## src/common/cpu_pkg.sv

```systemverilog
`default_nettype none

package cpu_pkg;

  localparam int data_w     = 16;
  localparam int ram_aw     = 10;  // page_idx_w + page_ow
  localparam int log_aw     = 11;
  localparam int page_ow    = 6;   // 64-word pages
  localparam int phys_pages = 16;
  localparam int page_idx_w = 4;
  localparam int log_page_w = 5;
  localparam int reg_count  = 8;
  localparam int apb_aw     = 12;

  typedef logic [data_w-1:0] data_t;
  typedef logic [ram_aw-1:0] ram_addr_t;
  typedef logic [log_aw-1:0] log_addr_t;

  typedef enum logic [7:0] {
    op_jmp       = 8'd1,
    op_ram2reg   = 8'd2,
    op_reg2ram   = 8'd3,
    op_num2reg   = 8'd4,
    op_reg_plus  = 8'd5,
    op_reg_minus = 8'd6,
    op_exit      = 8'd17
  } opcode_t;

  typedef enum logic [2:0] {
    st_idle,
    st_fetch_op,
    st_fetch_arg,
    st_decode,
    st_xlat,
    st_mem_read,
    st_mem_write,
    st_halted
  } core_state_t;

  typedef enum logic [1:0] {
    mmu_wait,
    mmu_walk,
    mmu_alloc,
    mmu_done
  } mmu_state_t;

  localparam logic [apb_aw-1:0] apb_ctrl_addr = 12'h800;  // bit 11 set

  localparam int stat_running  = 0;
  localparam int stat_halted   = 1;
  localparam int stat_mmu_full = 2;

endpackage

`default_nettype wire

```

## src/hw/apb_host_port.sv

```systemverilog
`timescale 1ns/1ps
`default_nettype none

module apb_host_port (
  input  wire                       clka,
  input  wire                       rst,
  input  wire                       psel,
  input  wire                       penable,
  input  wire                       pwrite,
  input  wire [cpu_pkg::apb_aw-1:0] paddr,
  input  wire cpu_pkg::data_t       pwdata,
  output cpu_pkg::data_t            prdata,
  output logic                      pready,
  output logic                      pslverr,
  output logic                      start,
  input  wire                       running,
  input  wire                       halted,
  input  wire                       mmu_full,
  input  wire                       core_wr_en,
  input  wire cpu_pkg::ram_addr_t   core_wr_addr,
  input  wire cpu_pkg::data_t       core_wr_data,
  input  wire                       core_rd_en,
  input  wire cpu_pkg::ram_addr_t   core_rd_addr,
  output logic                      wr_en,
  output cpu_pkg::ram_addr_t        wr_addr,
  output cpu_pkg::data_t            wr_data,
  output logic                      rd_en,
  output cpu_pkg::ram_addr_t        rd_addr,
  input  wire cpu_pkg::data_t       rd_data
);
  import cpu_pkg::*;

  logic  access;
  logic  ram_sel;
  logic  ctrl_sel;
  logic  ram_err;
  logic  apb_wr;
  logic  apb_rd;
  logic  rd_pend;   // data of last cycle's ram read arrives now
  data_t status;

  assign access   = psel && penable;
  assign ram_sel  = !paddr[apb_aw-1];
  assign ctrl_sel = (paddr == apb_ctrl_addr);
  assign ram_err  = ram_sel && running;  // ram belongs to the core

  assign apb_wr = access && pwrite && ram_sel && !running;
  assign apb_rd = access && !pwrite && ram_sel && !running && !rd_pend;

  always_ff @(posedge clka) begin
    if (!rst) begin
      rd_pend <= 1'b0;
    end else begin
      rd_pend <= apb_rd;
    end
  end

  // only an idle ram read waits
  assign pready  = access && (pwrite || !ram_sel || ram_err || rd_pend);
  assign pslverr = access && (ram_err || (!ram_sel && !ctrl_sel));
  assign start   = access && pwrite && ctrl_sel && pwdata[0];

  always_comb begin
    status                = '0;
    status[stat_running]  = running;
    status[stat_halted]   = halted;
    status[stat_mmu_full] = mmu_full;
  end

  assign prdata = ctrl_sel ? status : rd_data;

  // ram ports follow the core while it runs
  assign wr_en   = running ? core_wr_en   : apb_wr;
  assign wr_addr = running ? core_wr_addr : paddr[ram_aw-1:0];
  assign wr_data = running ? core_wr_data : pwdata;
  assign rd_en   = running ? core_rd_en   : apb_rd;
  assign rd_addr = running ? core_rd_addr : paddr[ram_aw-1:0];

  assert property (@(posedge clka) disable iff (!rst) pready |-> psel && penable);

endmodule

`default_nettype wire

```

## config.mk

```make
export PLATFORM = sky130hd
export DESIGN_NAME = apb_host_port
export DESIGN_NICKNAME = d
export VERILOG_FILES = /design/src/common/cpu_pkg.sv /design/src/hw/apb_host_port.sv
export SDC_FILE = /design/constraint.sdc
export NUM_CORES = 1
export LEC_CHECK = 0
export BUFFER_PORTS_ARGS = -buffer_cell sky130_fd_sc_hd__buf_2
export CAP_MARGIN = 0
export CORE_MARGIN = 1
export CORE_UTILIZATION = 25
export CTS_CLUSTER_SIZE = 12
export DETAILED_ROUTE_END_ITERATION = 10
export PLACE_DENSITY = 0.85
export SETUP_SLACK_MARGIN = 0.2
export SLEW_MARGIN = 20
export SYNTH_ARGS = -nofsm -noshare
export SYNTH_HDL_FRONTEND = slang
export SYNTH_SLANG_ARGS = --single-unit
```

## constraint.sdc

```tcl
create_clock -name clka -period 1.6 [get_ports clka]
set_input_delay 0.32 -clock clka [delete_from_list [all_inputs] [get_ports clka]]
set_output_delay 0.32 -clock clka [all_outputs]
set_load 0.02 [all_outputs]
```

[Yosys cells after proc, flatten, opt, wreduce, memory -nomap -nowiden]
Cells that the tools add are included.
Word-level totals
  input bits: 90
  logic and storage cells: 31
  bits in registers: 1
Cells by class
  muxes and demuxes: 6
  reduce and logical (&&, ||, !) cells: 23
  equality and inequality tests: 1
Operators with widths (number)
  16-bit two-way mux: 2
  10-bit two-way mux: 2
  1-bit logical AND: 14
  12-bit equality test (second input constant): 1
  1-bit zero test: 5
  1-bit logical OR: 4
  1-bit two-way mux: 2

[Longest topological paths before layout]
Gate-level depths: netlist of run 1.
  depth after elaboration: 6
  depth in mapped cells: 5
  gate-level depth less buffers: 3

[Worst setup path after synthesis of run 1]
No wires, ideal clock.
  path kind: input -> output
  from: input port paddr[5] (netlist bit)
  to: output port start
  slack: 0.075 ns
  stages: 4
  required time: 1.280 ns
  arrival time: 1.205 ns
  cell sequence: nor4b_4 -> nand3_4 -> buf_6 -> nor3_4
On the way
  word-level cells in the longest chain between the ends: 3
RTL lines
  start: declaration: RTL line apb_host_port.sv:10  | input wire [cpu_pkg::apb_aw-1:0] paddr,
  12-bit equality test: RTL line apb_host_port.sv:44  | assign ctrl_sel = (paddr == apb_ctrl_addr);
  1-bit logical AND (2 in a row): RTL line apb_host_port.sv:61  | assign start = access && pwrite && ctrl_sel && pwdata[0];
  end: declaration: RTL line apb_host_port.sv:15  | output logic start,
No other way between the ends.

[Final worst setup path of run 1]
  from: input port paddr[2] (netlist bit)
  to: output port prdata[1]
On the way
  word-level cells in the longest chain between the ends: 2
RTL lines
  12-bit equality test: RTL line apb_host_port.sv:44
  16-bit two-way mux: RTL line apb_host_port.sv:70  | assign prdata = ctrl_sel ? status : rd_data;
  end: declaration: RTL line apb_host_port.sv:12  | output cpu_pkg::data_t prdata,
No other way between the ends.

==> results.toml, run 1 <==
[setup_path]
crit_type = "in2out"
arrival_ns = 1.50
startpoint_type = "primary input"
worstPathRequired_ns = 1.28
cp_max_fo = 3
cp-end-kind = "output port"

[timing]
worst_pin_slew_ns = 0.3188
period_share_pct = 113.6
slew_viol_final = 0
setup_viol = 18
clock_skew_ns = 0
hold_viol = 0
period_needed_ns = 1.818
postLayoutSetupSlackWorst_ns = -0.2178
fmax_ghz = 0.5501
slew_headroom_pct = 78.66
grt_setup_unrepaired = "yes"

[global_routing]
grt_overflow = 0
grt.total_usage_pct = 20.42
grt_max_degree = 16
grt_first_pass_wirelength_mm = 5.326
antenna_found_initial = 0
grt_pass1_vias = 1217

[floorplanning]
die-height_um = 56.53
io_pins = 147
rows = 19
die_x_um = 56.53
core-area_um2 = 2781
initial_utilization_pct = 26.72
die_area_um2 = 3195

[flow_run]
maxCapViolCount = 0

[outcome]
status = "finished with violations"
violations = "negative setup slack"

[layout]
final_common_cell = "buf_2"
fill_cells = 228
nets = 354
utilization_pct = 73.73
layout_common_cells = "buf_2, nand2_1, buf_6"
diodes = 0
top_register = "rd_pend"
drive_gt1_share_pct = 78.24
seq_area_um2 = 20.02
largest_reg_flops = 1
multiInputGateArea_um2 = 802.0
area_delta_synth_final_pct = 175.9
reg_top3 = "rd_pend x1"

[detailed_routing]
drt_wl_total_mm = 3.741
vias = 1339
ant_nets = 0
routedWlPerCell_um = 12.77
drtIter0Drc = 23
drc = 0
via_per_inst = 4.570
drtPass1Iterations = 4

[synth]
syn_area_per_cell_um2 = 7.011
synth.net_count = 196
seq_area_frac_synth_pct = 2.694
syn_inst = 106
synth.distinct_cells = 19
ys_warn_count = 0
synth_area_um2 = 743.2
synth-seq-cells = 1

[min_path]
hold_path_class = "in2reg"

[clocking]
clock_latency_ns = 0
clk_pin_slew_ns = 0
cts_hold_buf = 0

[placement]
dp_hpwl_mm = 2.550
port_buffers = 146
gp_congestion = 0.7312

[pwr]
vdd_drop_max_uv = 264.0
leakage_uw = 0.001199
power.density_nw_per_um2 = 318.4
power_uw = 653.0
-- worst paths after layout --
check	from	end	slack, ns	cells past startpoint
min reg2reg	rd_pend	rd_pend	0.66	2
max	paddr[2]	prdata[1]	-0.22	6
min	rst	rd_pend	0.56	2
max reg2reg	rd_pend	rd_pend	0.79	2
-- layer usage --
layer	track usage (%)	vias up	wire (µm)
met1	21.56	593	1273
li1	-	668	-
met5	0	-	0
met4	0	0	0
met3	1.613	0	302
met2	44.54	78	2165
-- layout make-up --
type                            count  area share [%]
Timing Repair Buffer              162           58.02
Sequential cell                     1          0.9762
Tap cell                           31           1.891
Multi-Input combinational cell     99           39.11
-- Yosys cell counts --
library cell	n	area, µm²
nand2_1	42	157.7
and2_1	14	87.58
mux2_2	13	146.4
nand2b_1	10	62.56
buf_2	4	20.02
mux2_1	3	33.78
mux2_4	3	45.04
nor2_1	3	11.26
a32o_1	2	20.02
clkbuf_1	2	7.510
nor4_4	2	42.54
and3_1	1	6.260
buf_6	1	11.26
dfxtp_1	1	20.02
nand3_4	1	17.52
nor3_4	1	16.27
nor3b_1	1	7.510
nor4_1	1	6.260
nor4b_4	1	23.77
-- stage by stage --
stage          instance area, µm²  hold slack, ns  worst slack [ns]  setup TNS [ns]  std cells
2_1_floorplan               753.2          0.4659            0.1344               0        106
3_3_place_gp                 1536          0.5652           -0.2415          -2.483        282
3_5_place_dp                 1536          0.5633           -0.2679          -2.895        282
4_1_cts                      1901          0.5633           -0.2295          -2.794        292
5_1_grt                      2051          0.5731           -0.2672          -3.729        293
6_report                     2051          0.5585           -0.2178          -2.829        293
-- timing repair --
action | 4_1_cts | 5_1_grt
resized for setup | 62 | 35
endpoints found under the setup margin | 44 | 41
gates cloned | 4 | 0
setup buffers | 6 | 1
pin swaps | 15 | 4
-- logic make-up (layout without fill, tap and decap cells) --
group                  count (synthesis)  in the layout  share of synthesized area (%)
multiplexers                          19             19                          30.30
AND/OR/NAND/NOR                       77             78                          59.09
flip-flops                             1              1                          2.694
AO/OA/AOI/OAI                          2              2                          2.694
buffers and inverters                  7            162                          5.219
-- worst max-delay path: stages --
cell and delay, ns:
buf_6 0.10, nor4b_4 0.36, nand3_4 0.13, buf_6 0.16, mux2_4 0.29, buf_6 0.13
-- power breakdown --
group | leakage [µW] | internal (µW) | switching [µW]
sequential | 0.00000807 | 25.7 | 0.302
combinational | 0.00119 | 335 | 292
clock | 0 | 0 | 0
No activity file was read; power rests on OpenSTA's default activity.
==> run 2, diff against run 1 <==
--- a/config.mk
+++ b/config.mk
@@ -11,8 +11,8 @@
 export CORE_UTILIZATION = 25
 export CTS_CLUSTER_SIZE = 12
 export DETAILED_ROUTE_END_ITERATION = 10
-export PLACE_DENSITY = 0.85
-export SETUP_SLACK_MARGIN = 0.2
+export PLACE_DENSITY = 0.88
+export SETUP_SLACK_MARGIN = 0.1
 export SLEW_MARGIN = 20
 export SYNTH_ARGS = -nofsm -noshare
 export SYNTH_HDL_FRONTEND = slang
==> run 2 against run 1 <==
The run still ends with negative setup slack left. Worst setup slack improved by 0.050 ns. Critical path type unchanged. Combinational power shrank 19%. Highest routed layer unchanged. Die area unchanged. Total power shrank 18%.
==> results.toml, run 2 (synthesized netlist as in run 1, its figures left out) <==
[layout]
layout_common_cells = "buf_2, nand2_1, mux2_2"
area_delta_synth_final_pct = 122.7
fill_cells = 249
drive_gt1_share_pct = 70.63
utilization_pct = 59.51
largest_reg_flops = 1
nets = 344
diodes = 0
top_register = "rd_pend"
reg_top3 = "rd_pend x1"
seq_area_um2 = 20.02
multiInputGateArea_um2 = 696.9
final_common_cell = "buf_2"

[pwr]
power.density_nw_per_um2 = 322.8
vdd_drop_max_uv = 223.2
leakage_uw = 0.001002
power_uw = 534.4

[min_path]
hold_path_class = "in2reg"
min-delay-start = "rst"

[floorplanning]
core-area_um2 = 2781
io_pins = 147
die_x_um = 56.53
die_area_um2 = 3195
rows = 19
initial_utilization_pct = 26.72
die-height_um = 56.53

[setup_path]
cp_max_fo = 11
arrival_ns = 1.45
cp-end-kind = "output port"
crit_type = "in2out"
r2r-start = "rd_pend"
worstPathRequired_ns = 1.28
startpoint_type = "primary input"
reg2reg_to = "rd_pend"
reg2reg_slack_ns = 0.76
r2r_cells = 2
startpoint = "paddr[10]"
critical_path.endpoint = "prdata[14]"

[detailed_routing]
drc = 0
routedWlPerCell_um = 11.89
via_per_inst = 4.537
route.met2.wl_mm = 1.808
ant_nets = 0
drtIter0Drc = 61
top_layer = "met3"
met1_length_mm = 1.339
wl_met3_um = 218
vias = 1284
drt_wl_total_mm = 3.366
drtPass1Iterations = 4

[timing]
postLayoutSetupSlackWorst_ns = -0.1676
period_share_pct = 110.5
grt_setup_unrepaired = "yes"
worst_pin_slew_ns = 0.3237
hold_viol = 0
fmax_ghz = 0.5658
slew_viol_final = 0
period_needed_ns = 1.768
slew_headroom_pct = 78.22
clock_skew_ns = 0
setup_viol = 18
fin_tns_setup_ns = -2.450

[outcome]
status = "finished with violations"
violations = "negative setup slack"

[placement]
gp_congestion = 0.7843
port_buffers = 146
dp_hpwl_mm = 2.738
place_ws_ns = -0.1761

[global_routing]
grt.total_usage_pct = 18.56
grt_first_pass_wirelength_mm = 4.933
grt_pass1_vias = 1098
grt_max_degree = 29
antenna_found_initial = 0
grt_overflow = 0

[clocking]
clock_latency_ns = 0
clk_pin_slew_ns = 0

[flow_run]
maxCapViolCount = 0
==> run 2: cell count changes in the layout (fill, tap and decap cells not counted), moves of 3 or more <==
| cell | change |
|---|---|
| and2_1 | +7 |
| buf_2 | +30 |
| bufbuf_16 | -3 |
| buf_4 | -15 |
| buf_6 | -20 |
| and2_4 | -7 |
| nand2b_4 | -5 |
| nand2b_1 | +5 |
==> run 2: timing repair <==
item | CTS | global route
hold buffers | 0 | 0
resized for setup | 20 | 3
buffers inserted | 2 | 1
gates cloned | 0 | 1
pin swaps | 6 | 2
hold endpoints to repair | 0 | 0
endpoints found under the setup margin | 31 | 26
==> run 2: worst max-delay path, cell delays in order <==
cell	delay (ns)
buf_2	0.11
nor4_4	0.31
nand3_4	0.20
buf_12	0.19
and2_1	0.16
buf_2	0.15
==> run 2: layer usage <==
layer	vias up	global-route usage, %
li1	641	-
met1	577	22.28
met2	66	37.48
met3	0	1.152
met4	0	0
met5	-	0
==> run 2: power by group <==
group          switching [µW]  total [µW]  internal [µW]
clock network               0           0              0
registers               0.113        25.8           25.7
logic                     267         509            242
==> run 2: how the worst min path moves through the flow <==
stage / slack (ns) / to / cells past startpoint
floorplan: 0.47 / rd_pend / 1
global placement: 0.55 / rd_pend / 2
detailed placement: 0.56 / rd_pend / 2
CTS: 0.56 / rd_pend / 2
global route: 0.58 / rd_pend / 2
finish: 0.56 / rd_pend / 2
==> run 2: cell type report <==
class / count / share of cell area (%)
repair buffers: 153 / 54.35
multi-input cells: 98 / 42.10
well taps: 31 / 2.343
flip-flops and latches: 1 / 1.209
==> run 2: per-stage QoR <==
step           instances  instance area [µm²]  hold WS [ns]
3_3_place_gp         279                 1534        0.5456
3_5_place_dp         279                 1534        0.5550
2_1_floorplan        106                743.2        0.4659
4_1_cts              281                 1612        0.5594
5_1_grt              283                 1655        0.5754
6_report             283                 1655        0.5563
