<file path="config.mk">
export PLATFORM = sky130hd
export DESIGN_NAME = mmu_translate
export DESIGN_NICKNAME = d
export VERILOG_FILES = /design/src/common/cpu_pkg.sv /design/src/mmu/mmu_translate.sv
export SDC_FILE = /design/constraint.sdc
export NUM_CORES = 1
export LEC_CHECK = 0
export CAP_MARGIN = 25
export CORE_MARGIN = 2
export CORE_UTILIZATION = 45
export CTS_CLUSTER_DIAMETER = 40
export CTS_CLUSTER_SIZE = 30
export DETAILED_ROUTE_END_ITERATION = 7
export DONT_BUFFER_PORTS = 1
export GPL_ROUTABILITY_DRIVEN = 0
export PLACE_DENSITY = 0.59
export SYNTH_ARGS = -nofsm -noshare
export SYNTH_HDL_FRONTEND = slang
export SYNTH_SLANG_ARGS = --single-unit
</file>
<file path="constraint.sdc">
create_clock -name clka -period 4.8 [get_ports clka]
set_input_delay 0.96 -clock clka [delete_from_list [all_inputs] [get_ports clka]]
set_output_delay 0.96 -clock clka [all_outputs]
set_load 0.03 [all_outputs]
</file>
<file path="src/common/cpu_pkg.sv">
`default_nettype none

package cpu_pkg;

  localparam int data_w     = 16;
  localparam int ram_aw     = 10;  // page_idx_w + page_ow
  localparam int log_aw     = 11;
  localparam int page_ow    = 6;   // 64-word pages
  localparam int phys_pages = 16;
  localparam int page_idx_w = 4;
  localparam int log_page_w = 5;
  localparam int reg_count  = 8;
  localparam int apb_aw     = 12;

  typedef logic [data_w-1:0] data_t;
  typedef logic [ram_aw-1:0] ram_addr_t;
  typedef logic [log_aw-1:0] log_addr_t;

  typedef enum logic [7:0] {
    op_jmp       = 8'd1,
    op_ram2reg   = 8'd2,
    op_reg2ram   = 8'd3,
    op_num2reg   = 8'd4,
    op_reg_plus  = 8'd5,
    op_reg_minus = 8'd6,
    op_exit      = 8'd17
  } opcode_t;

  typedef enum logic [2:0] {
    st_idle,
    st_fetch_op,
    st_fetch_arg,
    st_decode,
    st_xlat,
    st_mem_read,
    st_mem_write,
    st_halted
  } core_state_t;

  typedef enum logic [1:0] {
    mmu_wait,
    mmu_walk,
    mmu_alloc,
    mmu_done
  } mmu_state_t;

  localparam logic [apb_aw-1:0] apb_ctrl_addr = 12'h800;  // bit 11 set

  localparam int stat_running  = 0;
  localparam int stat_halted   = 1;
  localparam int stat_mmu_full = 2;

endpackage

`default_nettype wire

</file>
<file path="src/mmu/mmu_translate.sv">
`timescale 1ns/1ps
`default_nettype none

module mmu_translate (
  input  wire                     clka,
  input  wire                     rst,
  input  wire                     start,
  input  wire                     xlat_req,
  input  wire cpu_pkg::log_addr_t log_addr,
  output logic                    xlat_done,
  output cpu_pkg::ram_addr_t      phys_addr,
  output logic                    xlat_fault,
  output logic                    mmu_full
);
  import cpu_pkg::*;

  mmu_state_t            state;
  logic [page_idx_w-1:0] chain [phys_pages];  // next page in the chain, 0 ends it
  logic [log_page_w-1:0] tag   [phys_pages];  // logical page held there
  logic [page_idx_w:0]   alloc_ptr;           // msb set once the pool is used up
  logic [page_idx_w-1:0] alloc_idx;
  logic [page_idx_w-1:0] cur;                 // also the last page translated
  logic [log_page_w-1:0] last_lpage;
  logic [log_page_w-1:0] lpage;
  logic                  pool_empty;

  assign lpage      = log_addr[log_aw-1:page_ow];
  assign alloc_idx  = alloc_ptr[page_idx_w-1:0];
  assign pool_empty = alloc_ptr[page_idx_w];
  assign xlat_done  = (state == mmu_done);
  assign xlat_fault = (state == mmu_alloc) && pool_empty;
  assign phys_addr  = {cur, log_addr[page_ow-1:0]};

  always_ff @(posedge clka) begin
    if (!rst) begin
      state     <= mmu_wait;
      alloc_ptr <= 'd1;
      mmu_full  <= 1'b0;
    end else if (start) begin
      state      <= mmu_wait;
      alloc_ptr  <= 'd1;  // page 0 is the chain head
      mmu_full   <= 1'b0;
      cur        <= '0;
      last_lpage <= '0;
    end else begin
      case (state)
        mmu_wait: begin
          if (xlat_req) begin
            if (lpage == last_lpage) begin
              state <= mmu_done;  // cur still points at it
            end else begin
              cur   <= '0;
              state <= mmu_walk;
            end
          end
        end
        mmu_walk: begin
          if (tag[cur] == lpage) begin
            state <= mmu_done;
          end else if (chain[cur] == '0) begin
            state <= mmu_alloc;  // tail reached, page not mapped
          end else begin
            cur <= chain[cur];
          end
        end
        mmu_alloc: begin
          if (pool_empty) begin
            mmu_full <= 1'b1;
            state    <= mmu_wait;
          end else begin
            cur       <= alloc_idx;
            alloc_ptr <= alloc_ptr + 1'b1;
            state     <= mmu_done;
          end
        end
        default: begin  // mmu_done
          last_lpage <= lpage;
          state      <= mmu_wait;
        end
      endcase
    end
  end

  // append the new page behind the current tail
  always_ff @(posedge clka) begin
    if (start) begin
      chain[0] <= '0;
      tag[0]   <= '0;
    end else if (state == mmu_alloc && !pool_empty) begin
      chain[cur]       <= alloc_idx;
      chain[alloc_idx] <= '0;
      tag[alloc_idx]   <= lpage;
    end
  end

  assert property (@(posedge clka) disable iff (!rst) xlat_done |-> xlat_req);

endmodule

`default_nettype wire

</file>
# Word level (Yosys, flattened, before mapping)
# Memory sizes are Yosys's and may differ from the RTL's. A register that Yosys moved wholly into a read port is not among the register bits.
# Cells that the tools add are included.
[word_totals]
register_bits = 17
mem_bits_rw = 144
out_inout_bits = 13
wordCells = 68
memories = 2
[classes]
add_sub_neg = 1
eq_ne = 13
muxes = 29
n_bitwise = 2
n_reduce_logical = 15
[memory_table]
columns = ["memory", "depth", "width", "read_ports", "rd_clocked_by_memory_dff", "write_ports", "line", "rtl"]
rows = [
  ["tag", 16, 5, 1, 1, 1, "mmu_translate.sv:19", "logic [log_page_w-1:0] tag [phys_pages];"],
  ["chain", 16, 4, 1, 1, 2, "mmu_translate.sv:18", "logic [page_idx_w-1:0] chain [phys_pages];"],
]
[ops]
columns = ["operator", "n"]
rows = [
  ["4-bit two-way mux", 12],
  ["3-bit inequality test (second input constant)", 6],
  ["5-bit two-way mux", 3],
  ["4-bit one-hot mux with 3 select lines", 1],
  ["5-bit == test", 2],
  ["2-bit two-way mux", 5],
  ["2-bit AND reduction", 4],
  ["1-bit two-way mux", 7],
  ["7-bit AND reduction", 1],
  ["2-bit one-hot mux with 3 select lines", 1],
  ["5-bit by 1-bit adder with 5-bit output (second input constant)", 1],
  ["5-bit OR reduction", 1],
  ["2-bit == test (second input constant)", 2],
  ["4-bit logical NOT", 1],
  ["4-bit nonzero test", 1],
  ["4-bit OR reduction", 1],
  ["3-bit OR reduction", 1],
  ["2-bit by 1-bit == test with 1-bit output (second input constant)", 1],
  ["1-bit logical AND", 2],
  ["2-bit logical NOT", 1],
  ["2-bit by 1-bit inequality test with 1-bit output (second input constant)", 1],
  ["2-bit inequality test (second input constant)", 1],
  ["1-bit inverter", 2],
  ["2-bit OR reduction", 1],
  ["1-bit logical NOT", 1],
]

# Longest topological paths before layout
[logic_depth]
ltp_word = 7
mapped_depth = 11

# Least setup slack after synthesis
# Ideal clock, no wire load.
[synth_path]
path_kind = "input to register"
from = "input port log_addr[6]"
to = "register cur[0], enable pin"
t_arrival_ns = 2.562
t_required_ns = 4.534
slack_ns = 1.972
stages = 8
cell_sequence = "clkbuf_1 -> or4b_2 -> nand4_1 -> o21ai_1 -> nor4b_4 -> a21o_1 -> buf_6 -> nand2_1"
[synth_via]
elab_chain_cells = 3
word_cells_on_any_way = 5
[synth_rtl]
columns = ["item", "line", "rtl"]
rows = [
  ["start: declaration", "mmu_translate.sv:9", "input wire cpu_pkg::log_addr_t log_addr,"],
  ["5-bit == test (on tied branches)", "mmu_translate.sv:58, mmu_translate.sv:49", ""],
  ["3-bit inequality test (no source line)", "-", ""],
  ["7-bit AND reduction (no source line) *", "-", ""],
  ["end signal: assignment", "mmu_translate.sv:63", "cur <= chain[cur];"],
  ["end signal: assignment", "mmu_translate.sv:71", "cur <= alloc_idx;"],
  ["end: declaration", "mmu_translate.sv:22", "logic [page_idx_w-1:0] cur;"],
]
# Every way passes the cells marked *; elsewhere a longest branch is shown, timed or not.
# A chain may end at the register's enable or synchronous reset.

==> reports/results.tsv <==
stage	metric	value	unit
synthesis	fraction of synthesis flops using an asynchronous set or reset pin	0	
timing	setup violators final	0	
floorplanning	area enclosed by the die boundary	17800	sq um
global_route	largest net degree at the start of global routing	28	
synthesis	cell types occupying the most area after synthesis	sky130_fd_sc_hd__edfxtp_1 (35%), sky130_fd_sc_hd__dfxtp_1 (20%), sky130_fd_sc_hd__mux4_2 (7.7%)	
power	Leakage Power	2.80	nW
clocking	clk buf depth	2	
clocking	number of sinks on the clock net	165	
min_path	hold-critical path depth	2	
route	Initial DRC Count	498	
synthesis	register bit count reported by yosys	165	
floorplanning	Horiz. Die Dim	134	um
placed_design	HPWL reported at the end of detailed placement	12.4	mm
worst_setup_path	endpoint kind of the worst setup timing path	flop	
synthesis	post-synthesis sequential area ratio	0.555	
timing	Hold Vio Cnt, Final	0	
route	routed wire length	18.0	mm
clocking	clock slew at the register clock pins of the worst setup and hold paths	0.06	ns
synthesis	main combinational cell family by area after synthesis	multiplexers	
synthesis	net count of the mapped netlist	629	
timing	Fmax achieved	279	MHz
floorplanning	total number of placement rows	47	
worst_setup_path	type of element launching the critical path	flop	
floorplanning	initial core utilization	0.457	
timing	final setup TNS	0	ns
final_layout	count of filler cells inserted in the layout	1408	
synthesis	Cell Area, Synth	7560	sq um
route	DR pass1 iterations	5	
final_layout	Design Area, Final	8290	sq um
synthesis	Synth Area in Compound Gates	0.104	
timing	worst max-slew margin expressed relative to the limit	0.305	
synthesis	Avg Inst Size Synth	12.5	sq um
timing	slew at the pin closest to its max-slew limit	1.03	ns
clocking	TritonCTS clock tree	built	
final_layout	non-filler instance count after layout	831	
synthesis	cell accounting for the most synthesized area	sky130_fd_sc_hd__edfxtp_1	
clocking	post-cts hold buffer count	0	
synthesis	synth warn	0	
synthesis	cell count after synthesis	606	
clocking	number of buffers created by CTS	17	
min_path	end point of the most critical hold path	chain[12][3]$_SDFFE_PP0P_	
synthesis	synthesized-area fraction occupied by xor and xnor cells	0.0127	
placed_design	number of placed instances, taps included	796	
timing	final setup skew	0.0115	ns
global_route	Total Routing Usage GR	0.207	
worst_setup_path	capture instance of the worst register-to-register path	cur[1]$_SDFFCE_PP0P_	
min_path	hold crit path type	flop to flop	
timing	Min Clock Period, post-route	3.58	ns
worst_setup_path	Worst Path Class, Setup	flop to flop	
final_layout	Nets	621	
run	number of max-cap violations	0	
route	wire length per cell after detailed routing	21.7	um
route	via density per instance	6.08	
global_route	antenna violations before repair	0	
synthesis	post-synthesis share of cell area spent on full adders, half adders and majority gates	0.0132	
placed_design	placement-stage cell area	7710	sq um
power	IR Drop Worst-Case VDD	0.000202	V
clocking	H-tree depth reported by CTS	4	
min_path	worst min-delay path startpoint	chain[12][3]$_SDFFE_PP0P_	
clocking	post-CTS resize count	0	
timing	unrepaired setup endpoints after global routing	no	
synthesis	simple logic cell fraction of the synthesized area	0.117	
final_layout	share of final-layout standard cells stronger than drive strength 1	0.129	
clocking	Clk Latency, worst-skew pair	0.43	ns
worst_setup_path	endpoint required time on the critical path	4.95	ns
timing	WHS	0.465	ns
route	DRT antenna net count	0	
worst_setup_path	peak fanout along the critical path	27	
power	total power per unit cell area	365	nW/um^2
floorplanning	top-level port count	28	
timing	final cycle utilization of the critical path	0.746	
synthesis	Post-synth EDFFs	89	
outcome	run status	finished clean	
final_layout	n_diodes	0	
route	routed via count	5054	
final_layout	area overhead of the layout relative to synthesis	9.75	%
global_route	gr ovfl total	0	
clocking	clk root buf	sky130_fd_sc_hd__clkbuf_16	
synthesis	share of the synthesized area in the top cell type	0.354	
floorplanning	Die Y-Extent	134	um
clocking	total setup buffers inserted after CTS	0	
global_route	first-pass GRT wire length	27.6	mm
worst_setup_path	setup slack of the worst register-to-register path	1.22	ns
power	power after layout	0.00303	W
worst_setup_path	number of cell instances on the worst register-to-register path	8	
synthesis	distinct cell type count of the synthesized netlist	54	
timing	max-slew violation total from the final report	0	
worst_setup_path	critical path data arrival time	3.73	ns
floorplanning	area of the core	16500	sq um
route	DRC	0	
placed_design	count of port buffers added during placement	0	
synthesis	post-synthesis mux area share	0.159	
global_route	vias in the first global route	4726	
synthesis	most frequently used flop master after synthesis	sky130_fd_sc_hd__edfxtp_1	
==> per-layer routing <==
| metal | vias up | track usage | wire, um |
|---|---|---|---|
| met4 | 0 | 0.0810 | 289 |
| met1 | 2571 | 0.297 | 8250 |
| met5 | - | 0 | 0 |
| met3 | 21 | 0.0354 | 1130 |
| met2 | 182 | 0.318 | 8370 |
| li1 | 2280 | - | - |
==> sequential cells by signal, indices dropped and copies added, names as in the netlist, named ones only <==
name / cells
tag: 80
chain: 64
alloc_ptr: 5
last_lpage: 5
cur: 4
state: 2
mmu_full: 1
==> per-stage QoR <==
| step | utilization | worst slack, ns |
|---|---|---|
| detailed placement | 0.467 | 1.20 |
| global placement | 0.465 | 1.25 |
| global route | 0.502 | 0.964 |
| floorplan | - | 1.97 |
| finish | 0.502 | 1.22 |
| CTS | 0.501 | 1.18 |
==> power breakdown <==
group / total (W) / internal, W / switching [W] / leakage, nW
Clock: 0.00131 / 0.000762 / 0.000548 / 0.261
Combinational: 0.000184 / 0.0000896 / 0.0000942 / 1.06
Sequential: 0.00153 / 0.00150 / 0.0000352 / 1.48
==> logic make-up (layout without fill, tap and decap cells) <==
logic type,count (synthesis),count (layout)
AND/OR/NAND/NOR,175,175
flip-flops,165,165
AO/OA/AOI/OAI,120,120
multiplexers,73,73
buffers and inverters,54,59
XOR/XNOR,11,11
adder cells (fa/ha/maj),8,8
==> placed cells by master, fill, tap and decap left out, drive strengths merged, types with 3 or more instances in the layout <==
| cell type | instances |
|---|---|
| a211oi | 6 |
| a21oi | 47 |
| a221oi | 4 |
| a22oi | 13 |
| a31oi | 3 |
| a32o | 8 |
| and2 | 10 |
| and3 | 7 |
| buf | 18 |
| clkbuf | 19 |
| clkinv | 5 |
| clkinvlp | 5 |
| dfxtp | 76 |
| edfxtp | 89 |
| ha | 8 |
| inv | 10 |
| mux2i | 37 |
| mux4 | 35 |
| nand2 | 44 |
| nand2b | 9 |
| nand3 | 3 |
| nand3b | 6 |
| nand4 | 4 |
| nor2 | 47 |
| nor2b | 14 |
| nor3 | 17 |
| nor4 | 5 |
| o21ai | 17 |
| o22a | 8 |
| xnor2 | 4 |
| xor2 | 7 |
==> synth_stat cells, types with 2 or more instances <==
master,number
sky130_fd_sc_hd__a211oi_1,6
sky130_fd_sc_hd__a21o_1,2
sky130_fd_sc_hd__a21oi_1,47
sky130_fd_sc_hd__a221oi_1,4
sky130_fd_sc_hd__a22o_1,2
sky130_fd_sc_hd__a22oi_1,13
sky130_fd_sc_hd__a31o_2,2
sky130_fd_sc_hd__a31oi_1,3
sky130_fd_sc_hd__a32o_1,8
sky130_fd_sc_hd__and2_1,9
sky130_fd_sc_hd__and3_1,7
sky130_fd_sc_hd__buf_2,7
sky130_fd_sc_hd__buf_4,7
sky130_fd_sc_hd__buf_6,3
sky130_fd_sc_hd__clkbuf_1,25
sky130_fd_sc_hd__dfxtp_1,76
sky130_fd_sc_hd__edfxtp_1,89
sky130_fd_sc_hd__ha_1,8
sky130_fd_sc_hd__inv_1,9
sky130_fd_sc_hd__mux2i_1,37
sky130_fd_sc_hd__mux4_1,9
sky130_fd_sc_hd__mux4_2,26
sky130_fd_sc_hd__nand2_1,44
sky130_fd_sc_hd__nand2b_1,9
sky130_fd_sc_hd__nand3_1,3
sky130_fd_sc_hd__nand3b_1,6
sky130_fd_sc_hd__nand4_1,4
sky130_fd_sc_hd__nand4b_1,2
sky130_fd_sc_hd__nor2_1,47
sky130_fd_sc_hd__nor2b_1,14
sky130_fd_sc_hd__nor3_1,17
sky130_fd_sc_hd__nor4_1,5
sky130_fd_sc_hd__o2111ai_1,2
sky130_fd_sc_hd__o211ai_1,2
sky130_fd_sc_hd__o21a_1,2
sky130_fd_sc_hd__o21ai_0,15
sky130_fd_sc_hd__o21ai_1,2
sky130_fd_sc_hd__o22a_1,8
sky130_fd_sc_hd__xnor2_1,4
sky130_fd_sc_hd__xor2_1,7
==> critical path, stage by stage, from the launching register on <==
cell                        delay (ns)
sky130_fd_sc_hd__dfxtp_2          0.92
sky130_fd_sc_hd__buf_4            0.33
sky130_fd_sc_hd__mux4_2           0.52
sky130_fd_sc_hd__a22oi_1          0.18
sky130_fd_sc_hd__nand2_1          0.09
sky130_fd_sc_hd__or4_1            0.62
sky130_fd_sc_hd__o2111ai_1        0.21
sky130_fd_sc_hd__a21o_1           0.25
sky130_fd_sc_hd__nand2_1          0.18
==> final cells by class <==
type	count	area (sq um)	area share
Clock buffer	19	433	0.0522
Clock inverter	13	134	0.0161
Multi-Input combinational cell	387	3080	0.371
Timing Repair Buffer	18	148	0.0178
Sequential cell	165	4200	0.506
Inverter	9	33.8	0.00407
Tap cell	220	275	0.0332
==> how the worst max path moves through the flow <==
stage,slack [ns],to,start,depth (start not counted)
6_report,1.22,cur[1]$_SDFFCE_PP0P_,flop,8
5_1_grt,0.96,cur[1]$_SDFFCE_PP0P_,flop,8
3_5_place_dp,1.20,cur[2]$_SDFFCE_PP0P_,flop,8
4_1_cts,1.18,cur[2]$_SDFFCE_PP0P_,flop,8
2_1_floorplan,1.97,cur[0]$_SDFFCE_PP0P_,log_addr[6],8
3_3_place_gp,1.25,cur[0]$_SDFFCE_PP0P_,flop,8
Note: power is estimated with default switching activity, not from simulation.
