--- config.mk ---
export PLATFORM = sky130hd
export DESIGN_NAME = core_sequencer
export DESIGN_NICKNAME = d
export VERILOG_FILES = /design/src/common/cpu_pkg.sv /design/src/core/core_sequencer.sv
export SDC_FILE = /design/constraint.sdc
export NUM_CORES = 1
export LEC_CHECK = 0
export ABC_AREA = 1
export ABC_CLOCK_PERIOD_IN_PS = 18900
export BUFFER_PORTS_ARGS = -buffer_cell sky130_fd_sc_hd__buf_2
export CORE_ASPECT_RATIO = 0.8
export CORE_UTILIZATION = 50
export CTS_CLUSTER_DIAMETER = 200
export DETAILED_ROUTE_END_ITERATION = 8
export PLACE_DENSITY = 0.67
export SYNTH_ARGS = -nofsm -noshare
export SYNTH_HDL_FRONTEND = slang
export SYNTH_SLANG_ARGS = --single-unit
--- constraint.sdc ---
create_clock -name clka -period 18.9 [get_ports clka]
set_input_delay 1.89 -clock clka [delete_from_list [all_inputs] [get_ports clka]]
set_output_delay 1.89 -clock clka [all_outputs]
set_load 0.03 [all_outputs]
--- src/common/cpu_pkg.sv ---
`default_nettype none

package cpu_pkg;

  localparam int data_w     = 16;
  localparam int ram_aw     = 10;  // page_idx_w + page_ow
  localparam int log_aw     = 11;
  localparam int page_ow    = 6;   // 64-word pages
  localparam int phys_pages = 16;
  localparam int page_idx_w = 4;
  localparam int log_page_w = 5;
  localparam int reg_count  = 8;
  localparam int apb_aw     = 12;

  typedef logic [data_w-1:0] data_t;
  typedef logic [ram_aw-1:0] ram_addr_t;
  typedef logic [log_aw-1:0] log_addr_t;

  typedef enum logic [7:0] {
    op_jmp       = 8'd1,
    op_ram2reg   = 8'd2,
    op_reg2ram   = 8'd3,
    op_num2reg   = 8'd4,
    op_reg_plus  = 8'd5,
    op_reg_minus = 8'd6,
    op_exit      = 8'd17
  } opcode_t;

  typedef enum logic [2:0] {
    st_idle,
    st_fetch_op,
    st_fetch_arg,
    st_decode,
    st_xlat,
    st_mem_read,
    st_mem_write,
    st_halted
  } core_state_t;

  typedef enum logic [1:0] {
    mmu_wait,
    mmu_walk,
    mmu_alloc,
    mmu_done
  } mmu_state_t;

  localparam logic [apb_aw-1:0] apb_ctrl_addr = 12'h800;  // bit 11 set

  localparam int stat_running  = 0;
  localparam int stat_halted   = 1;
  localparam int stat_mmu_full = 2;

endpackage

`default_nettype wire

--- src/core/core_sequencer.sv ---
`timescale 1ns/1ps
`default_nettype none

module core_sequencer (
  input  wire                     clka,
  input  wire                     rst,
  input  wire                     start,
  output logic                    running,
  output logic                    halted,
  output logic                    core_wr_en,
  output cpu_pkg::ram_addr_t      core_wr_addr,
  output cpu_pkg::data_t          core_wr_data,
  output logic                    core_rd_en,
  output cpu_pkg::ram_addr_t      core_rd_addr,
  input  wire cpu_pkg::data_t     rd_data,
  output logic                    xlat_req,
  output cpu_pkg::log_addr_t      log_addr,
  input  wire                     xlat_done,
  input  wire cpu_pkg::ram_addr_t phys_addr,
  input  wire                     xlat_fault
);
  import cpu_pkg::*;

  core_state_t                  state;
  log_addr_t                    pc;
  log_addr_t                    next_pc;
  opcode_t                      ir_op;
  logic [$clog2(reg_count)-1:0] ir_reg;   // low bits of the reg byte
  data_t                        ir_arg;
  data_t                        regs [reg_count];
  logic                         rd_valid; // rd_data answers last cycle's read

  assign next_pc = (ir_op == op_jmp) ? ir_arg[log_aw-1:0] : pc;

  always_ff @(posedge clka) begin
    if (!rst) begin
      state      <= st_idle;
      running    <= 1'b0;
      halted     <= 1'b0;
      xlat_req   <= 1'b0;
      core_wr_en <= 1'b0;
      core_rd_en <= 1'b0;
      rd_valid   <= 1'b0;
    end else begin
      core_wr_en <= 1'b0;
      core_rd_en <= 1'b0;
      rd_valid   <= core_rd_en;
      if (start) begin
        pc       <= '0;
        regs     <= '{default: '0};
        running  <= 1'b1;
        halted   <= 1'b0;
        xlat_req <= 1'b1;
        log_addr <= '0;
        state    <= st_fetch_op;
      end else if (xlat_fault) begin  // page pool exhausted
        xlat_req <= 1'b0;
        running  <= 1'b0;
        halted   <= 1'b1;
        state    <= st_halted;
      end else begin
        case (state)
          st_fetch_op, st_fetch_arg: begin
            if (xlat_done) begin
              xlat_req     <= 1'b0;
              core_rd_en   <= 1'b1;
              core_rd_addr <= phys_addr;
            end else if (rd_valid) begin
              pc <= pc + 1'b1;
              if (state == st_fetch_op) begin
                ir_op    <= opcode_t'(rd_data[15:8]);
                ir_reg   <= rd_data[$clog2(reg_count)-1:0];
                log_addr <= pc + 1'b1;
                xlat_req <= 1'b1;
                state    <= st_fetch_arg;
              end else begin
                ir_arg <= rd_data;
                state  <= st_decode;
              end
            end
          end
          st_decode: begin
            pc       <= next_pc;
            log_addr <= next_pc;
            xlat_req <= 1'b1;
            state    <= st_fetch_op;
            case (ir_op)
              op_num2reg:   regs[ir_reg] <= ir_arg;
              op_reg_plus:  regs[ir_reg] <= regs[ir_reg] + ir_arg;
              op_reg_minus: regs[ir_reg] <= regs[ir_reg] - ir_arg;
              op_ram2reg, op_reg2ram: begin
                log_addr <= ir_arg[log_aw-1:0];  // data access goes first
                state    <= st_xlat;
              end
              op_exit: begin
                xlat_req <= 1'b0;
                running  <= 1'b0;
                halted   <= 1'b1;
                state    <= st_halted;
              end
              default: begin  // jmp only moves the pc, unknown ops do nothing
              end
            endcase
          end
          st_xlat: begin
            if (xlat_done) begin
              xlat_req <= 1'b0;
              if (ir_op == op_ram2reg) begin
                core_rd_en   <= 1'b1;
                core_rd_addr <= phys_addr;
                state        <= st_mem_read;
              end else begin
                core_wr_en   <= 1'b1;
                core_wr_addr <= phys_addr;
                core_wr_data <= regs[ir_reg];
                state        <= st_mem_write;
              end
            end
          end
          st_mem_read, st_mem_write: begin
            if (state == st_mem_write || rd_valid) begin
              if (state == st_mem_read) begin
                regs[ir_reg] <= rd_data;
              end
              log_addr <= pc;
              xlat_req <= 1'b1;
              state    <= st_fetch_op;
            end
          end
          default: begin  // idle and halted wait for start
          end
        endcase
      end
    end
  end

  assert property (@(posedge clka) disable iff (!rst) core_wr_en |-> running);

endmodule

`default_nettype wire

[After elaboration in Yosys (flattened, before gate mapping)]
Cells that the tools add are included.
Word-level totals
  word-level logic and storage cells: 161
  register bits: 222
  output and inout port bits: 52
Cells by class
  order comparisons: 2
  reductions and logical operators: 30
  add/sub/neg operators: 3
  equality and inequality tests: 33
  bitwise logic cells: 8
  muxes and demuxes: 61
Operators by type and width (number)
  $bwmux 128: 4
  $mux 128: 3
  $pmux 128 s3: 1
  $pmux 128 s2: 1
  $mux 11: 10
  $bmux 16 s3: 1
  $demux 16 s3: 1
  $mux 16: 3
  $pmux 11 s3: 1
  $mux 10: 3
  $reduce_and 7->1: 4
  $ne 3x3->1 const B: 9
  $eq 8x3->1 const B: 3
  $pmux 11 s2: 1
  $mux 1: 21
  $pmux 10 s2: 1
  $reduce_and 5->1: 4
  $add 16x16->16: 1
  $eq 8x2->1 const B: 2
  $ne 4x4->1 const B: 4
  $sub 16x16->16: 1
  $mux 3: 5
  $ne 5x5->1 const B: 3
  $pmux 3 s4: 1
  27 further kinds: 49

[Depth between registers and ports, before layout]
Gate-level depths: netlist of the first run.
  depth after elaboration: 10
  mapped depth: 26
  depth with buffers taken out: 24

[Least setup slack after synthesis of the first run]
Ideal clock, no wire load.
  path kind: input -> register
  start point: in start
  end point: reg regs[0] (netlist name) (enable)
  stages: 5
  setup slack: 9535 ps
  setup time: 658 ps
  arrival: 8707 ps
  buffers on the path: 3
  cells stage by stage: buf_2 > inv_2 > clkbuf_1 > buf_1 > a21oi_1
On the way
  cells in the longest elaborated chain, start to end: 2
  elaborated cells between the ends (all ways): 6
Ends and longest elaborated chain
  start: declaration: RTL line core_sequencer.sv:7  | input wire start,
  $ne 5x5->1 (no source line), or another cell as far along
  $reduce_and 6->1 (no source line) *
  end signal: indexed assignment: RTL line core_sequencer.sv:88  | op_num2reg: regs[ir_reg] <= ir_arg;
  end signal: indexed assignment: RTL line core_sequencer.sv:89  | op_reg_plus: regs[ir_reg] <= regs[ir_reg] + ir_arg;
  end signal: indexed assignment: RTL line core_sequencer.sv:90  | op_reg_minus: regs[ir_reg] <= regs[ir_reg] - ir_arg;
  end: declaration: RTL line core_sequencer.sv:30  | data_t regs [reg_count];
Mark *: on every way between the ends. The rest lies on a longest branch, timed or not.
A chain may end at the register's enable or synchronous reset.

[Worst setup path in the final report of the first run]
  start point: in start
  end point: reg regs[13] (netlist name) (enable)
Same word-level chain as after synthesis.

==> reports/qor.txt, run 1 <==
cell mode on critical path = buf_4
die height = 168 um
FFs w/ async S/R, synth = 0%
TritonCTS buffer count = 26
Leak = 7.94 nW
placed cell area = 17700 um2
layout cells sized above 1 = 9.83%
Int Pwr = 0.910 mW
post-synthesis cell type count = 57
Final Hold Fails = 0
pwr dens = 67.5 nW/um2
Crit. path cell count = 7
clk sinks = 222
CP Data Arrival Time = 5.52 ns
Power, Total = 1.25 mW
post-synth top area share = 37.0%
total of max-cap violations = 0
worst reg2reg endpoint = regs[15]$_SDFFCE_PP0P_
vias in the first global route = 16000
Clk pwr share = 41.3%
worst reg2reg path startpoint = ir_reg[0]$_DFFE_PP_
Net Count, Synth = 2474
worst vdd ir = 0.0826 mV
register area share after synthesis = 38.1%
CP Capture Type = register
largest net degree at the start of global routing = 99
Syn Area/Cell = 7.18 um2
Synth area leaders = edfxtp_1 (37%), nand2_1 (12%), o21ai_0 (9.8%)
CP max-delay cell = buf_4
Netlist Area Pre-Place = 17300 um2
worst reg-to-reg setup slack = 14.29 ns
CTS root buf = clkbuf_16
Resize count post-CTS = 0
Crit path required time = 19.06 ns
DRC violations left = 0
Row Count = 60
Cells after Synth = 2406
Period Utilization, post-route = 28.3%
final core utilization = 54.9%
first-pass GRT wire length = 88.1 mm
CP delay by family, top = buffers and inverters
max reg flops = 128
fill count = 3174
commonest non-fill, non-tap cell in the layout = nand2_1
Die Area = 35300 um2
area growth from synthesis to layout = 7.38%
outcome = finished, final reports clean
cts hold-fix bufs = 0
initial antenna violation count = 0
Setup Buffers After CTS = 0
NumNets Final = 2449
Seq pwr share = 46.3%
CP Max Fanout = 76
clk_skew = 0.0137 ns
Buffers & Inverters on Critical Path = 5
Synth Register Bits = 222
Final Critical Period = 5.36 ns
Initial Util = 51.1%
die width = 210 um
antenna-violating nets left = 0
Finished Cell Area = 18600 um2
Slew headroom = 22.1%
WL/cell = 19.7 um
worst-skew pair later-pin latency = 0.55 ns
vias = 17200
1st-pass router iterations = 6
Max Buffers Root-to-Sink = 3
WL final = 56.0 mm
RSZ-0062 raised after global routing = false
CP Capture Point = regs[13]$_SDFFCE_PP0P_
H-tree levels = 1
diodes inserted = 0
cell breakdown of the critical path = buf_2 > clkinv_2 > a21oi_1 > inv_1 > a21oi_4 > buf_4 > buf_4
Ports = 83
Max Clk Rate = 187 MHz
core area = 33800 um2
Congestion Overflow GR = 0
vias per cell = 6.07
Iter 0 DRT Violations = 2121
Port Buffers = 82
gr usage total = 31.4%
registers with the most flip-flops = regs: 128 flops, core_wr_data: 16 flops, ir_arg: 16 flops
global placement routability congestion = 0.952
critical path type = in -> reg
EDFF count, synth = 213
startpoint class of the critical path = input port
Synth Warn # = 0
Logic pwr share = 12.4%
Setup Viol. Count Final = 0
crit path from = start
clock slew at reported path FFs = 0.06 ns
CP peak stage delay = 0.96 ns
area leader, netlist = edfxtp_1
Final TNS setup = 0 ns
P_sw = 0.341 mW
r2r worst-path depth = 20
CTS tree = built
Post-synth top flop = edfxtp_1
hpwl dp = 35.4 mm
min-delay worst type = reg -> reg
Worst Max-Slew Pin Slew = 1.17 ns
Top reg by flops = regs
switching portion of total power = 27.3%
fin. max-slew vios = 0
highest-count cells in the layout ignoring fill and taps = nand2_1 (533), o21ai_0 (340), inv_1 (291), edfxtp_1 (213), a21oi_1 (181)
-- final cells by class --
cell class              instances  area, um2  area share, %
well taps                     434        543           2.93
multi-input cells            1707       8760           47.2
inverters                     315       1190           6.42
clock inverters                17        159          0.856
repair buffers                109        613           3.30
clock buffers                  31        711           3.83
flip-flops and latches        222       6580           35.4
-- kinds of logic (layout without fill, tap and decap cells) --
kind of cell	Yosys count	count (layout)	synth area share, %
and+or+nand+nor	942	942	23.8
AOI/OAI and AO/OA	710	710	22.8
buffers and inverters	477	472	11.5
DFF	222	222	38.1
adders and majority gates	37	37	2.77
xor gates and xnor gates	18	18	1.04
-- Yosys cell counts (35+ instances only) --
cell	instances
edfxtp_1	213
ha_1	35
nor2_1	152
a21oi_1	182
inv_1	291
o21ai_1	44
buf_2	69
nand3_1	148
nand2_1	535
clkbuf_1	65
nand3b_1	43
o21ai_0	340
-- through the flow --
step / cells / hold slack, ns / setup slack [ns]
final: 2835 / 0.446 / 13.54
after global routing: 2835 / 0.468 / 13.36
after CTS: 2835 / 0.452 / 13.61
after detailed placement: 2787 / 0.443 / 13.03
after global placement: 2787 / 0.436 / 13.04
after floorplan: 2406 / 0.560 / 9.54
-- how the worst min path moves through the flow --
stage	start	endpoint	slack, ns	cells after the start
6_report	core_rd_en$_SDFF_PP0_	rd_valid$_SDFF_PN0_	0.45	2
5_1_grt	core_rd_en$_SDFF_PP0_	rd_valid$_SDFF_PN0_	0.47	2
4_1_cts	core_rd_en$_SDFF_PP0_	rd_valid$_SDFF_PN0_	0.45	2
3_5_place_dp	core_rd_en$_SDFF_PP0_	rd_valid$_SDFF_PN0_	0.44	2
3_3_place_gp	halted$_SDFFE_PP0P_	halted$_SDFFE_PP0P_	0.44	2
2_1_floorplan	core_rd_en$_SDFF_PP0_	rd_valid$_SDFF_PN0_	0.56	2
-- power groups by stage --
stage / Sequential [mW] / Combinational, mW / Clock [mW]
after floorplan: 0.595 / 0.105 / 0
after global placement: 0.588 / 0.148 / 0
after detailed placement: 0.589 / 0.152 / 0
after CTS: 0.578 / 0.153 / 0.524
after global routing: 0.581 / 0.173 / 0.540
final: 0.579 / 0.155 / 0.517
-- tightest hold or removal path: cells and delay by family (launching register included) --
family	cells	cell delay, ns
flip-flops	1	0.31
AND/OR/NAND/NOR	1	0.06
buffers and inverters	1	0.03
-- routing by layer --
metal  vias up  share of wire (%)  track usage, %
met5         -                  0               0
met4         0                2.8            9.90
met3       107                9.3            4.03
met2       862                 45            49.6
met1      8133                 43            44.6
li1       8101                  -               -
No activity file was read; power rests on OpenSTA's default activity.
==> run 2: changes to the inputs <==
- ABC_CLOCK_PERIOD_IN_PS: 18900 -> 5150
- clock period: 18.9 -> 5.15 ns (I/O delays scaled with it)
==> run 2 against run 1 <==
  * Non-clock buffer count grew 11
  * Cell count grew 0.35%
  * Worst setup slack lost 13 ns
  * Clock power grew to 4.1 times the previous value
  * Largest power group unchanged
  * Clock-buffer cell count shrank 2
==> reports/qor.txt, run 2 (synthesis gave the netlist of run 1 again) <==
outcome = finished, final reports clean
diodes inserted = 0
highest-count cells in the layout ignoring fill and taps = nand2_1 (533), o21ai_0 (340), inv_1 (291), edfxtp_1 (213), a21oi_1 (181)
placed cell area = 17800 um2
CTS root buf = clkbuf_16
WL/cell = 20.5 um
1st-pass router iterations = 6
core area = 33800 um2
WHS = 0.138 ns
CP Max Fanout = 9
total of max-cap violations = 0
min-delay worst type = in -> reg
CTS tree = built
setup slack after layout = 0.860 ns
placed insts = 2798
Ports = 83
CP Capture Type = register
commonest non-fill, non-tap cell in the layout = nand2_1
H-tree levels = 1
Max Buffers Root-to-Sink = 3
final core utilization = 55.6%
Setup Buffers After CTS = 0
cts hold-fix bufs = 0
clk_skew = 0.0258 ns
fin. max-slew vios = 0
Setup Viol. Count Final = 0
max reg flops = 128
Period Utilization, post-route = 83.3%
Crit path required time = 5.47 ns
Finished Cell Area = 18800 um2
CP Data Arrival Time = 4.61 ns
WL final = 58.4 mm
Final Critical Period = 4.29 ns
hpwl dp = 37.3 mm
CP max-delay cell = edfxtp_1
pre-CTS setup slack = 0.974 ns
Initial Util = 51.1%
DRC violations left = 0
pwr dens = 257 nW/um2
fill count = 3187
NumNets Final = 2460
Resize count post-CTS = 0
vias per cell = 6.08
global placement routability congestion = 0.987
vias = 17300
critical path type = reg -> reg
cell mode on critical path = nand2_1
Leak = 8.08 nW
largest net degree at the start of global routing = 129
die height = 168 um
worst-skew pair later-pin latency = 0.57 ns
TritonCTS buffer count = 26
Row Count = 60
registers with the most flip-flops = regs: 128 flops, core_wr_data: 16 flops, ir_arg: 16 flops
Die Area = 35300 um2
gr usage total = 32.5%
Final Hold Fails = 0
Worst Max-Slew Pin Slew = 1.00 ns
Power, Total = 4.82 mW
Top reg by flops = regs
Port Buffers = 82
clk sinks = 222
cell breakdown of the critical path = inv_6 > nand2_1 > inv_1 > buf_4 > a221oi_1 > nand2_1 > ha_1 > fa_1 > nand3_1 > nand2_1 > nand2_1 > nand2_1 > a21oi_1 > inv_1 > nand2_1 > nand3_1 > nand2_1 > nand3b_1 > nand2_1 > inv_1
die width = 210 um
Slew headroom = 32.9%
RSZ-0062 raised after global routing = false
vias in the first global route = 15900
layout cells sized above 1 = 10.1%
Congestion Overflow GR = 0
initial antenna violation count = 1
worst vdd ir = 0.252 mV
CP peak stage delay = 0.62 ns
area growth from synthesis to layout = 8.77%
Iter 0 DRT Violations = 2182
Final TNS setup = 0 ns
Max Clk Rate = 233 MHz
clock slew at reported path FFs = 0.06 ns
startpoint class of the critical path = register
post-route insts no fill = 2845
first-pass GRT wire length = 90.3 mm
antenna-violating nets left = 0
-- run 2: cell count changes in the layout (fill, tap and decap cells not counted), sizes merged --
| cell | delta |
|---|---|
| clkbuf | -2 |
| clkinv | +3 |
| clkinvlp | -7 |
| bufinv | +5 |
| buf | +11 |
-- run 2: area by class of cell --
type	count	area, um2	share of cell area [%]
Tap cell	434	543	2.89
Sequential cell	222	6580	35.0
Clock inverter	18	269	1.43
Inverter	315	1190	6.34
Multi-Input combinational cell	1707	8760	46.6
Clock buffer	29	683	3.64
Timing Repair Buffer	120	771	4.10
-- run 2: layer usage --
metal / wire (um) / global-route usage, % / vias up / part of all wire, %
met3: 5910 / 4.23 / 136 / 10
met5: 0 / 0 / - / 0
met1: 24600 / 45.1 / 8043 / 42
met4: 2200 / 13.1 / 0 / 3.8
met2: 25700 / 51.4 / 1002 / 44
li1: - / - / 8127 / -
-- run 2: path summary, 6_finish.rpt --
path | cells after the start | end | startpoint | slack [ns]
worst max register to register | 20 | regs[10]$_SDFFCE_PP0P_ | ir_reg[0]$_DFFE_PP_ | 0.86
worst min register to register | 2 | halted$_SDFFE_PP0P_ | halted$_SDFFE_PP0P_ | 0.45
worst min-delay path | 1 | core_wr_addr[7]$_DFFE_PP_ | phys_addr[7] | 0.14
worst max-delay path | 20 | regs[10]$_SDFFCE_PP0P_ | ir_reg[0]$_DFFE_PP_ | 0.86
-- run 2: power breakdown --
| group | leakage, nW | internal (mW) | switching [mW] |
|---|---|---|---|
| clock | 0.469 | 1.30 | 0.823 |
| combinational | 5.54 | 0.172 | 0.401 |
| sequential | 2.07 | 2.08 | 0.0460 |
-- run 2: worst max-delay path, delay by kind of cell, from the launching register on --
family                     cells  cell delay (ns)
AOI/OAI and AO/OA              2             0.60
and+or+nand+nor               11             1.51
DFF                            1             0.62
buffers and inverters          5             0.64
adders and majority gates      2             0.67
